File: config.mk
export PLATFORM = sky130hd
export DESIGN_NAME = uartTxTop
export DESIGN_NICKNAME = d
export VERILOG_FILES = /design/src/source/uartPkg.sv /design/src/source/baudTickGen.sv /design/src/source/txFifo.sv /design/src/source/uartTrans.sv /design/src/source/uartTxTop.sv
export VERILOG_INCLUDE_DIRS = /design/src /design/src/source
export SDC_FILE = /design/constraint.sdc
export NUM_CORES = 1
export LEC_CHECK = 0
export ABC_AREA = 1
export BUFFER_PORTS_ARGS = -buffer_cell sky130_fd_sc_hd__buf_2
export CORE_MARGIN = 5
export CORE_UTILIZATION = 40
export DETAILED_ROUTE_END_ITERATION = 8
export PLACE_DENSITY_LB_ADDON = 0.3
export SYNTH_ARGS = -nofsm -noshare
export SYNTH_HDL_FRONTEND = slang
export SYNTH_SLANG_ARGS = --single-unit
File: constraint.sdc
create_clock -name clk -period 3.8 [get_ports clk]
set_input_delay 0.19 -clock clk [delete_from_list [all_inputs] [get_ports clk]]
set_output_delay 0.19 -clock clk [all_outputs]
set_load 0.01 [all_outputs]
File: src/source/uart_cfg.svh
////////////////////////////////////////////////////////////
// UART transmit configuration
// frame format, transmit FIFO size and baud divider
////////////////////////////////////////////////////////////

`ifndef UART_CFG_SVH
`define UART_CFG_SVH

// frame format
`define dataBits	8	// data bits per frame, sent LSB first
`define stopTicks	16	// one stop bit at 16x oversampling

// transmit FIFO
`define fifoAddrLen	4	// 2^4 = 16 entries

// baud timing
// clocks per oversampling tick, kept small for simulation
// a real part would set this from the system clock and baud rate
`define baudDivisor	4

`endif

File: src/source/uartPkg.sv
////////////////////////////////////////////////////////////
// UART transmit types
// vector widths and the transmitter state encoding
////////////////////////////////////////////////////////////

`include "uart_cfg.svh"

package uartPkg;

	typedef logic [`dataBits-1:0] uartByte_t;		// one frame payload
	typedef logic [`fifoAddrLen-1:0] fifoPtr_t;		// wraps with the FIFO depth
	typedef logic [`fifoAddrLen:0] fifoCount_t;		// extra bit so 16 fits

	typedef logic [3:0] tickCount_t;	// 16 ticks per bit
	typedef logic [2:0] bitIndex_t;		// which data bit is on the line

	// transmitter FSM, same order as the classic 4-state UART
	typedef enum logic [1:0] {
		idle	= 2'b00,
		start	= 2'b01,
		data	= 2'b10,
		stop	= 2'b11
	} txState_t;

endpackage

File: src/source/baudTickGen.sv
////////////////////////////////////////////////////////////
// Baud tick generator
// one-cycle 16x oversampling ticks every baudDivisor clocks
// realigned to the start of each frame
////////////////////////////////////////////////////////////

`timescale 1ns/1ps
`include "uart_cfg.svh"

module baudTickGen
#(
	parameter int baudDivisor = `baudDivisor
)
(
	input logic clk,
	input logic reset,
	input logic tickRestart,
	output logic sTick
);

	// divider of 1 still needs a 1-bit counter
	localparam int cntLen = (baudDivisor > 1) ? $clog2(baudDivisor) : 1;
	localparam logic [cntLen-1:0] reloadValue = cntLen'(baudDivisor - 1);

	logic [cntLen-1:0] countReg;	// down-counter, tick at zero

	always_ff @(posedge clk or posedge reset)
	begin
		if (reset)
			countReg <= reloadValue;
		else if (tickRestart)
			countReg <= reloadValue;	// first tick baudDivisor clocks after restart
		else if (countReg == '0)
			countReg <= reloadValue;	// wrap
		else
			countReg <= countReg - 1'b1;
	end

	// tick while the counter sits at zero, exactly one cycle per wrap
	assign sTick = (countReg == '0);

	////////////////////////////////////////////////////////////
	// checks

	// ticks never merge into a level unless every clock is a tick
	aTickIsPulse: assert property (@(posedge clk) disable iff (reset)
		(baudDivisor > 1 && sTick) |=> !sTick);

endmodule

File: src/source/txFifo.sv
////////////////////////////////////////////////////////////
// Transmit FIFO
// byte queue between the write side and the transmitter
// writes while full are dropped
////////////////////////////////////////////////////////////

`timescale 1ns/1ps
`include "uart_cfg.svh"

module txFifo
	import uartPkg::*;
(
	input logic clk,
	input logic reset,
	input uartByte_t wrData,
	input logic wrEn,
	input logic pop,
	output uartByte_t rdData,
	output logic empty,
	output logic full
);

	localparam int depth = 1 << `fifoAddrLen;
	localparam fifoCount_t depthCount = fifoCount_t'(depth);

	uartByte_t mem [depth];		// storage

	fifoPtr_t wrPtr;		// next slot to fill
	fifoPtr_t rdPtr;		// head entry
	fifoCount_t count;		// entries held

	logic wrAccept;
	logic rdAccept;

	////////////////////////////////////////////////////////////
	// handshake

	assign rdAccept = pop && !empty;
	// a pop in the same cycle frees the slot, so a full FIFO still takes the write
	assign wrAccept = wrEn && (!full || rdAccept);

	////////////////////////////////////////////////////////////
	// storage

	always_ff @(posedge clk)
	begin
		if (wrAccept)
			mem[wrPtr] <= wrData;
	end

	assign rdData = mem[rdPtr];	// head shown combinationally

	////////////////////////////////////////////////////////////
	// pointers and fill count

	always_ff @(posedge clk or posedge reset)
	begin
		if (reset)
		begin
			wrPtr <= '0;
			rdPtr <= '0;
			count <= '0;
		end
		else
		begin
			if (wrAccept)
				wrPtr <= wrPtr + 1'b1;	// wraps at depth
			if (rdAccept)
				rdPtr <= rdPtr + 1'b1;

			if (wrAccept && !rdAccept)
				count <= count + 1'b1;
			else if (rdAccept && !wrAccept)
				count <= count - 1'b1;
			// both or neither, count holds
		end
	end

	assign empty = (count == '0);
	assign full = (count == depthCount);

	////////////////////////////////////////////////////////////
	// checks

	// transmitter only pops when it has seen a byte waiting
	aNoPopWhenEmpty: assert property (@(posedge clk) disable iff (reset)
		pop |-> !empty);

	aCountInRange: assert property (@(posedge clk) disable iff (reset)
		count <= depthCount);

endmodule

File: src/source/uartTrans.sv
////////////////////////////////////////////////////////////
// UART transmitter
// idle, start, data, stop FSM at 16 ticks per bit
// pops one byte from the FIFO per frame, sends LSB first
////////////////////////////////////////////////////////////

`timescale 1ns/1ps
`include "uart_cfg.svh"

module uartTrans
	import uartPkg::*;
(
	input logic clk,
	input logic reset,
	input logic sTick,
	input uartByte_t fifoData,
	input logic fifoEmpty,
	output logic pop,
	output logic tickRestart,
	output logic tx,
	output logic busy
);

	localparam tickCount_t lastTick = tickCount_t'(15);	// 16 ticks per bit
	localparam tickCount_t lastStopTick = tickCount_t'(`stopTicks - 1);
	localparam bitIndex_t lastBit = bitIndex_t'(`dataBits - 1);

	txState_t stateReg;
	txState_t stateNext;
	tickCount_t sReg;		// ticks within the current bit
	tickCount_t sNext;
	bitIndex_t nReg;		// data bit on the line
	bitIndex_t nNext;
	uartByte_t bReg;		// shift register, LSB goes out
	uartByte_t bNext;
	logic txReg;			// registered line, no glitches on tx
	logic txNext;
	logic busyReg;
	logic busyNext;

	////////////////////////////////////////////////////////////
	// state registers

	always_ff @(posedge clk or posedge reset)
	begin
		if (reset)
		begin
			stateReg <= idle;
			sReg <= '0;
			nReg <= '0;
			txReg <= 1'b1;		// line idles high
			busyReg <= 1'b0;
		end
		else
		begin
			stateReg <= stateNext;
			sReg <= sNext;
			nReg <= nNext;
			txReg <= txNext;
			busyReg <= busyNext;
		end
	end

	always_ff @(posedge clk)
	begin
		bReg <= bNext;
	end

	////////////////////////////////////////////////////////////
	// next state

	always_comb
	begin
		stateNext = stateReg;
		sNext = sReg;
		nNext = nReg;
		bNext = bReg;
		txNext = txReg;
		pop = 1'b0;

		case (stateReg)
			idle:
			begin
				txNext = 1'b1;
				if (!fifoEmpty)
				begin
					pop = 1'b1;		// FIFO read strobe
					bNext = fifoData;	// latch on the pop edge, head moves on
					sNext = '0;
					stateNext = start;
				end
			end
			start:
			begin
				txNext = 1'b0;		// start bit
				if (sTick)
				begin
					if (sReg == lastTick)
					begin
						sNext = '0;
						nNext = '0;
						stateNext = data;
					end
					else
						sNext = sReg + 1'b1;
				end
			end
			data:
			begin
				txNext = bReg[0];
				if (sTick)
				begin
					if (sReg == lastTick)
					begin
						sNext = '0;
						bNext = bReg >> 1;	// next bit to LSB
						if (nReg == lastBit)
							stateNext = stop;
						else
							nNext = nReg + 1'b1;
					end
					else
						sNext = sReg + 1'b1;
				end
			end
			stop:
			begin
				txNext = 1'b1;
				if (sTick)
				begin
					if (sReg == lastStopTick)
					begin
						sNext = '0;
						stateNext = idle;	// next byte may pop right away
					end
					else
						sNext = sReg + 1'b1;
				end
			end
			default: stateNext = idle;
		endcase
	end

	assign tickRestart = pop;	// bit timing starts at the pop edge

	// busy follows the line one cycle behind the state
	// a back-to-back pop keeps it up across the 1-clock gap
	assign busyNext = (stateReg != idle) || (pop && busyReg);

	assign tx = txReg;
	assign busy = busyReg;

	////////////////////////////////////////////////////////////
	// checks

	aIdleLineHigh: assert property (@(posedge clk) disable iff (reset)
		(stateReg == idle) |-> tx);

	// line register lags the state by one clock
	aStopLineHigh: assert property (@(posedge clk) disable iff (reset)
		(stateReg == stop) |=> tx);

	aPopInIdle: assert property (@(posedge clk) disable iff (reset)
		pop |-> (stateReg == idle));

	aLowReachesLine: assert property (@(posedge clk) disable iff (reset)
		(txNext == 1'b0) |=> !tx);

endmodule

File: src/source/uartTxTop.sv
////////////////////////////////////////////////////////////
// UART transmit subsystem
// transmit FIFO, baud tick generator and transmitter
////////////////////////////////////////////////////////////

`timescale 1ns/1ps
`include "uart_cfg.svh"

module uartTxTop
	import uartPkg::*;
(
	input logic clk,
	input logic reset,
	input uartByte_t wrData,
	input logic wrEn,
	output logic full,
	output logic tx,
	output logic busy
);

	uartByte_t fifoData;		// FIFO head
	logic fifoEmpty;
	logic pop;			// transmitter takes the head
	logic tickRestart;		// realign bit timing at frame start
	logic sTick;			// 16x oversampling tick

	txFifo i_txFifo (
		.clk		(clk),
		.reset		(reset),
		.wrData		(wrData),
		.wrEn		(wrEn),
		.pop		(pop),
		.rdData		(fifoData),
		.empty		(fifoEmpty),
		.full		(full)
	);

	baudTickGen #(
		.baudDivisor	(`baudDivisor)
	) i_baudTickGen (
		.clk		(clk),
		.reset		(reset),
		.tickRestart	(tickRestart),
		.sTick		(sTick)
	);

	uartTrans i_uartTrans (
		.clk		(clk),
		.reset		(reset),
		.sTick		(sTick),
		.fifoData	(fifoData),
		.fifoEmpty	(fifoEmpty),
		.pop		(pop),
		.tickRestart	(tickRestart),
		.tx		(tx),
		.busy		(busy)
	);

endmodule

# Word level (Yosys, flattened, before mapping)
# Memory sizes are Yosys's and may differ from the RTL's.
# Index checks and enable logic that the tools add are counted.
[totals]
latch_bits = 0
ram_bits = 128
regBits = 34
romBits = 0
memories = 1
word_cells = 90
output_inout_bits = 3
input_bits = 11
[classes]
mul = 0
addsub = 7
mux = 32
n_div = 0
eq_ne = 16
n_lt_le_gt_ge = 0
reduce_logical = 24
shift = 0
n_bitwise = 0
[memory_table]
columns = ["name", "words", "word_bits", "read_ports", "rd_clocked_by_memory_dff", "wr", "line", "source"]
rows = [
  ["i_txFifo.mem", 16, 8, 1, 0, 1, "txFifo.sv:26", "uartByte_t mem [depth];"],
]
[ops]
columns = ["operator", "count"]
rows = [
  ["$mux 8", 3],
  ["$mux 2", 10],
  ["$pmux 8 s2", 1],
  ["$mux 3", 5],
  ["$add 4x1->4 const B", 3],
  ["$mux 4", 3],
  ["$mux 5", 2],
  ["$ne 2x1->1 const B", 5],
  ["$ne 2x2->1 const B", 5],
  ["$pmux 2 s4", 1],
  ["$pmux 4 s2", 1],
  ["$reduce_and 8->1", 1],
  ["$reduce_bool 2->1", 4],
  ["$pmux 3 s2", 1],
  ["$reduce_and 6->1", 1],
  ["$add 5x1->5 const B", 1],
  ["$eq 5x5->1 const B", 1],
  ["$logic_and 1x1->1", 5],
  ["$logic_not 5->1", 1],
  ["$sub 5x1->5 const B", 1],
  ["$eq 2x2->1 const B", 2],
  ["$eq 4x4->1 const B", 1],
  ["$logic_not 1->1", 4],
  ["$logic_not 2->1", 2],
  ["11 further kinds", 15],
]

# Logic depth before layout (Yosys ltp)
[logic_depth]
word_depth = 10
mapped_depth = 15
mapped_depth_nobuf = 15

# Cells and area by module
# From an unflattened synthesis, not the netlist that was laid out.
[hier_totals]
cells_unflattened = 768
hier_area_um2 = 7534.7
[by_module_without_submodules]
columns = ["module", "instances", "cells_each", "seq_area_each_um2", "area_per_inst_um2"]
rows = [
  ["txFifo", 1, 630, 4169.0, 6359.8],
  ["uartTrans", 1, 129, 516.7, 1087.3],
  ["baudTickGen", 1, 9, 52.6, 87.6],
]

# Least setup slack after synthesis
# OpenSTA, ideal clock, no wires.
[synth_path]
path_type = "reg2reg"
from = "register i_uartTrans.stateReg[0]"
to = "register i_txFifo.count[4]"
period_less_slack_ps = 2224
t_required_ps = 3683
arrival_ps = 2108
path_buffers = 0
setup_ps = 117
path_stages_with_launch = 16
setup_slack_ps = 1576
path_cell_list = "dfrtp_1 > inv_1 > ha_1 > inv_1 > nand2_1 > nand2_1 > inv_2 > ha_1 > fa_1 > inv_1 > nand2_1 > nand2_1 > a21oi_1 > xor2_1 > nand2_1 > nand2_1"
[synth_between]
elab_chain_len = 8
word_cells_on_any_way = 11
cone_classes = "mux (2); reduce/logical (9)"
[synth_rtl]
columns = ["item", "line", "source"]
rows = [
  ["from (decl)", "uartTrans.sv:28", "txState_t stateReg;"],
  ["from (signal assigned)", "uartTrans.sv:48", "stateReg <= idle;"],
  ["from (signal assigned)", "uartTrans.sv:56", "stateReg <= stateNext;"],
  ["$logic_not 2->1 *", "uartTrans.sv:81", "case (stateReg)"],
  ["$mux 1 *", "uartTrans.sv:81", ""],
  ["$logic_and 1x1->1 *", "txFifo.sv:38", "assign rdAccept = pop && !empty;"],
  ["$logic_or 1x1->1 *", "txFifo.sv:40", "assign wrAccept = wrEn && (!full || rdAccept);"],
  ["$logic_and 1x1->1 *", "txFifo.sv:40", ""],
  ["net i_txFifo.wrAccept", "txFifo.sv:32", "logic wrAccept;"],
  ["$logic_not 1->1", "txFifo.sv:73", "else if (rdAccept && !wrAccept)"],
  ["$logic_and 1x1->1", "txFifo.sv:73", ""],
  ["$reduce_bool 2->1 (no line)", "-", ""],
  ["to (signal assigned)", "txFifo.sv:72", "count <= count + 1'b1;"],
  ["to (signal assigned)", "txFifo.sv:74", "count <= count - 1'b1;"],
  ["to (decl)", "txFifo.sv:30", "fifoCount_t count;"],
]
# Mark *: on every way through the listed nets, which the timed path passes. The rest lies on a longest branch.
# A chain may end at the register's enable or synchronous reset.

# Worst setup path in the final report
# Ends and elaborated chain as after synthesis.

==> flow_metrics.env <==
export IMPL_synthTopCellsByCount="nand2_1, edfxtp_1, nand3_1, nor2_1, inv_1"
export IMPL_rsz0062_at_grt="false"
export IMPL_die_x_um=143
export IMPL_run_status="complete, but fails checks"
export IMPL_p_int_mw=3.22
export IMPL_die_h_um=143
export IMPL_path_max_fanout=10
export IMPL_grt_pass1_vias=4550
export IMPL_cts_resized=0
export IMPL_yosysWarnings=0
export IMPL_synthTopCellsByArea="edfxtp_1, nand2_1, dfrtp_1, nand3_1, ha_1"
export IMPL_max_cap_violations=0
export IMPL_setup_viol=0
export IMPL_violations="hold timing"
export IMPL_port_buffers=13
export IMPL_cts_tree="done"
export IMPL_ir_drop_mv=0.311
export IMPL_timing_final_hold_violations=9
export IMPL_rrSetupSlack_ns=1.26
export IMPL_synth_distinct_cells=26
export IMPL_p_sw_mw=1.10
export IMPL_dpl_worst_slack_ns=1.32
export IMPL_slew_headroom_pct=27.0
export IMPL_ant_nets=0
export IMPL_h_tree_depth=4
export IMPL_area_delta_synth_final_pct=10.3
export IMPL_design_area_sq_um=7790
export IMPL_syn_avg_cell_area_sq_um=10.9
export IMPL_n_antenna_cell=0
export IMPL_clkSinkCount=162
export IMPL_wl_met3_um=681
export IMPL_yosys_area_top_type_share_pct=57.8
export IMPL_fmax_mhz=393
export IMPL_antenna_found_initial=0
export IMPL_seq_area_frac_synth_pct=67.1
export IMPL_ios=14
export IMPL_clkPwrFrac_pct=38.0
export IMPL_timing_clock_skew_ns=0.0210
export IMPL_holdWs_ns=-0.00908
export IMPL_worstPathRequired_ns=4.17
export IMPL_cp_start_kind="register"
export IMPL_drt_iter0_markers=418
export IMPL_m1WireLength_um=6320
export IMPL_layout_drive_gt1_share_pct=8.41
export IMPL_p_sw_share_pct=25.4
export IMPL_hold_class="input pin to asynchronous set/reset pin"
export IMPL_seq_area_sq_um=4740
export IMPL_period_minus_slack_ns=2.54
export IMPL_fp_row_count=48
export IMPL_hpwl_um=9450
export IMPL_post_cts_buffers=0
export IMPL_synth_top_cell_by_area="edfxtp_1"
export IMPL_tns_ns=0
export IMPL_highest_signal_layer="met4"
export IMPL_dr_pass1_iters=5
export IMPL_core_area_sq_um=17300
export IMPL_hold_buffers=0
export IMPL_gp_congestion=0.833
export IMPL_cp_arrival_ns=2.91
export IMPL_utilization_pct=45.0
export IMPL_dpl_cell_area_sq_um=7220
export IMPL_grt_overflow=0
export IMPL_clk_pin_slew_ns=0.06
export IMPL_multi_input_area_sq_um=1990
export IMPL_clock_path_buffers=2
export IMPL_design_die_area_sq_um=20400
export IMPL_drc=0
export IMPL_combPwrFrac_pct=11.2
export IMPL_seqPwrFrac_pct=50.7
export IMPL_initial_core_util_pct=40.8
export IMPL_clock_latency_ns=0.43
export IMPL_nNetsFinal=683
export IMPL_synthCells=645
export IMPL_via_per_inst=5.09
export IMPL_cellPowerDensity_nw_per_um2=554
export IMPL_grt_max_degree=67
export IMPL_numCtsBuffers=17
export IMPL_grt_pass1_wl_um=23900
export IMPL_cts_root_buf="clkbuf_16"
export IMPL_wl_per_cell_um=16.6
export IMPL_synth_flop_cell="edfxtp_1"
export IMPL_vias=4533
export IMPL_synth_edf_count=136
export IMPL_drv_slew=0
export IMPL_grt_usage_pct=15.4
export IMPL_fillCellCount=1591
export IMPL_synth_most_common_cell="nand2_1"
export IMPL_syn_cell_area_sq_um=7060
export IMPL_finalCritPeriodShare_pct=67.0
export IMPL_crit_type="register to register"
export IMPL_ys_ff_latch=162
export IMPL_synthesis_nets=675
export IMPL_routed_wl_met2_um=7530
export IMPL_async_flop_share_pct=16.0
export IMPL_setup_ws_ns=1.26
export IMPL_tightest_slew_ns=1.09
export IMPL_crit_path_end_kind="register"
export IMPL_totalWireLength_um=14800
export IMPL_p_leak_nw=3.07
-- cell usage in the layout (no fill, tap or decap), drive strengths merged --
master    count
clkinv        8
buf          15
nand3       103
dfstp         3
o21bai        1
dfrtp        23
clkbuf       18
fa            1
nor2         33
edfxtp      136
clkinvlp      2
o31ai         2
o21ai        13
inv          36
nand2       230
a22oi         1
o21a          1
nand4         2
ha           18
xnor2         1
or2           1
a21oi         7
a31oi         1
xor2          8
bufinv        2
-- metal layers --
layer | vias to the layer above | track usage (%)
li1 | 2195 | -
met1 | 2187 | 19.7
met3 | 17 | 3.68
met2 | 134 | 25.9
met4 | 0 | 5.20
met5 | - | 0
-- flip-flops by register name, indices dropped and copies added (netlist names) --
| name | cells |
|---|---|
| i_txFifo.mem | 128 |
| i_uartTrans.bReg | 8 |
| i_txFifo.count | 5 |
| i_txFifo.rdPtr | 4 |
| i_txFifo.wrPtr | 4 |
| i_uartTrans.sReg | 4 |
| i_uartTrans.nReg | 3 |
| i_baudTickGen.countReg | 2 |
| i_uartTrans.stateReg | 2 |
| i_uartTrans.busy | 1 |
| i_uartTrans.tx | 1 |
-- cell families (layout without fill, tap and decap cells) --
kind of cell | count (synthesis) | in the layout | share of synthesized area, %
adder cells (fa/ha/maj) | 19 | 19 | 3.47
flip-flops | 162 | 162 | 67.1
buffers and inverters | 60 | 81 | 4.70
AND/OR/NAND/NOR | 369 | 369 | 21.6
AO/OA/AOI/OAI | 26 | 26 | 2.04
XOR/XNOR | 9 | 9 | 1.12
-- area by class of cell --
cell class	count	area share, %
flip-flops and latches	162	60.9
multi-input cells	423	25.6
clock buffers	18	5.51
well taps	225	3.62
clock inverters	14	1.77
inverters	34	1.64
repair buffers	15	1.03
-- worst max-delay path, cell delays in order (launching register included) --
cell     delay (ns)
dfrtp_1        0.42
inv_1          0.12
ha_1           0.21
inv_1          0.14
nand2_1        0.09
nand2_1        0.08
inv_2          0.16
ha_1           0.25
inv_1          0.10
ha_1           0.30
nand2_1        0.09
nand2_1        0.05
a21oi_1        0.16
xor2_1         0.16
nand2_1        0.06
nand2_1        0.06
-- per-stage QoR --
| stage | cells | total power, mW |
|---|---|---|
| after floorplan | 645 | 2.54 |
| after global placement | 859 | 2.68 |
| after detailed placement | 859 | 2.71 |
| after CTS | 891 | 4.35 |
| after global routing | 891 | 4.50 |
| final | 891 | 4.32 |
-- power by group through the flow --
stage / clock network, mW / registers, mW / logic (mW)
floorplan: 0 / 2.20 / 0.339
global placement: 0 / 2.22 / 0.460
detailed placement: 0 / 2.23 / 0.484
CTS: 1.68 / 2.19 / 0.485
global route: 1.75 / 2.21 / 0.547
finish: 1.64 / 2.19 / 0.484
-- final timing paths --
kind / from / endpoint / cells past startpoint
setup / recovery: i_uartTrans.stateReg[0] / i_txFifo.count[4] / 15
hold / removal: reset / i_uartTrans.nReg[1] / 2
setup reg to reg: i_uartTrans.stateReg[0] / i_txFifo.count[4] / 15
hold reg to reg: i_uartTrans.nReg[1] / i_uartTrans.nReg[1] / 2
max in group asynchronous: reset / i_txFifo.rdPtr[0] / 2
min in group clk: wrEn / i_txFifo.wrPtr[0] / 3
No activity file was read; power rests on OpenSTA's default activity.
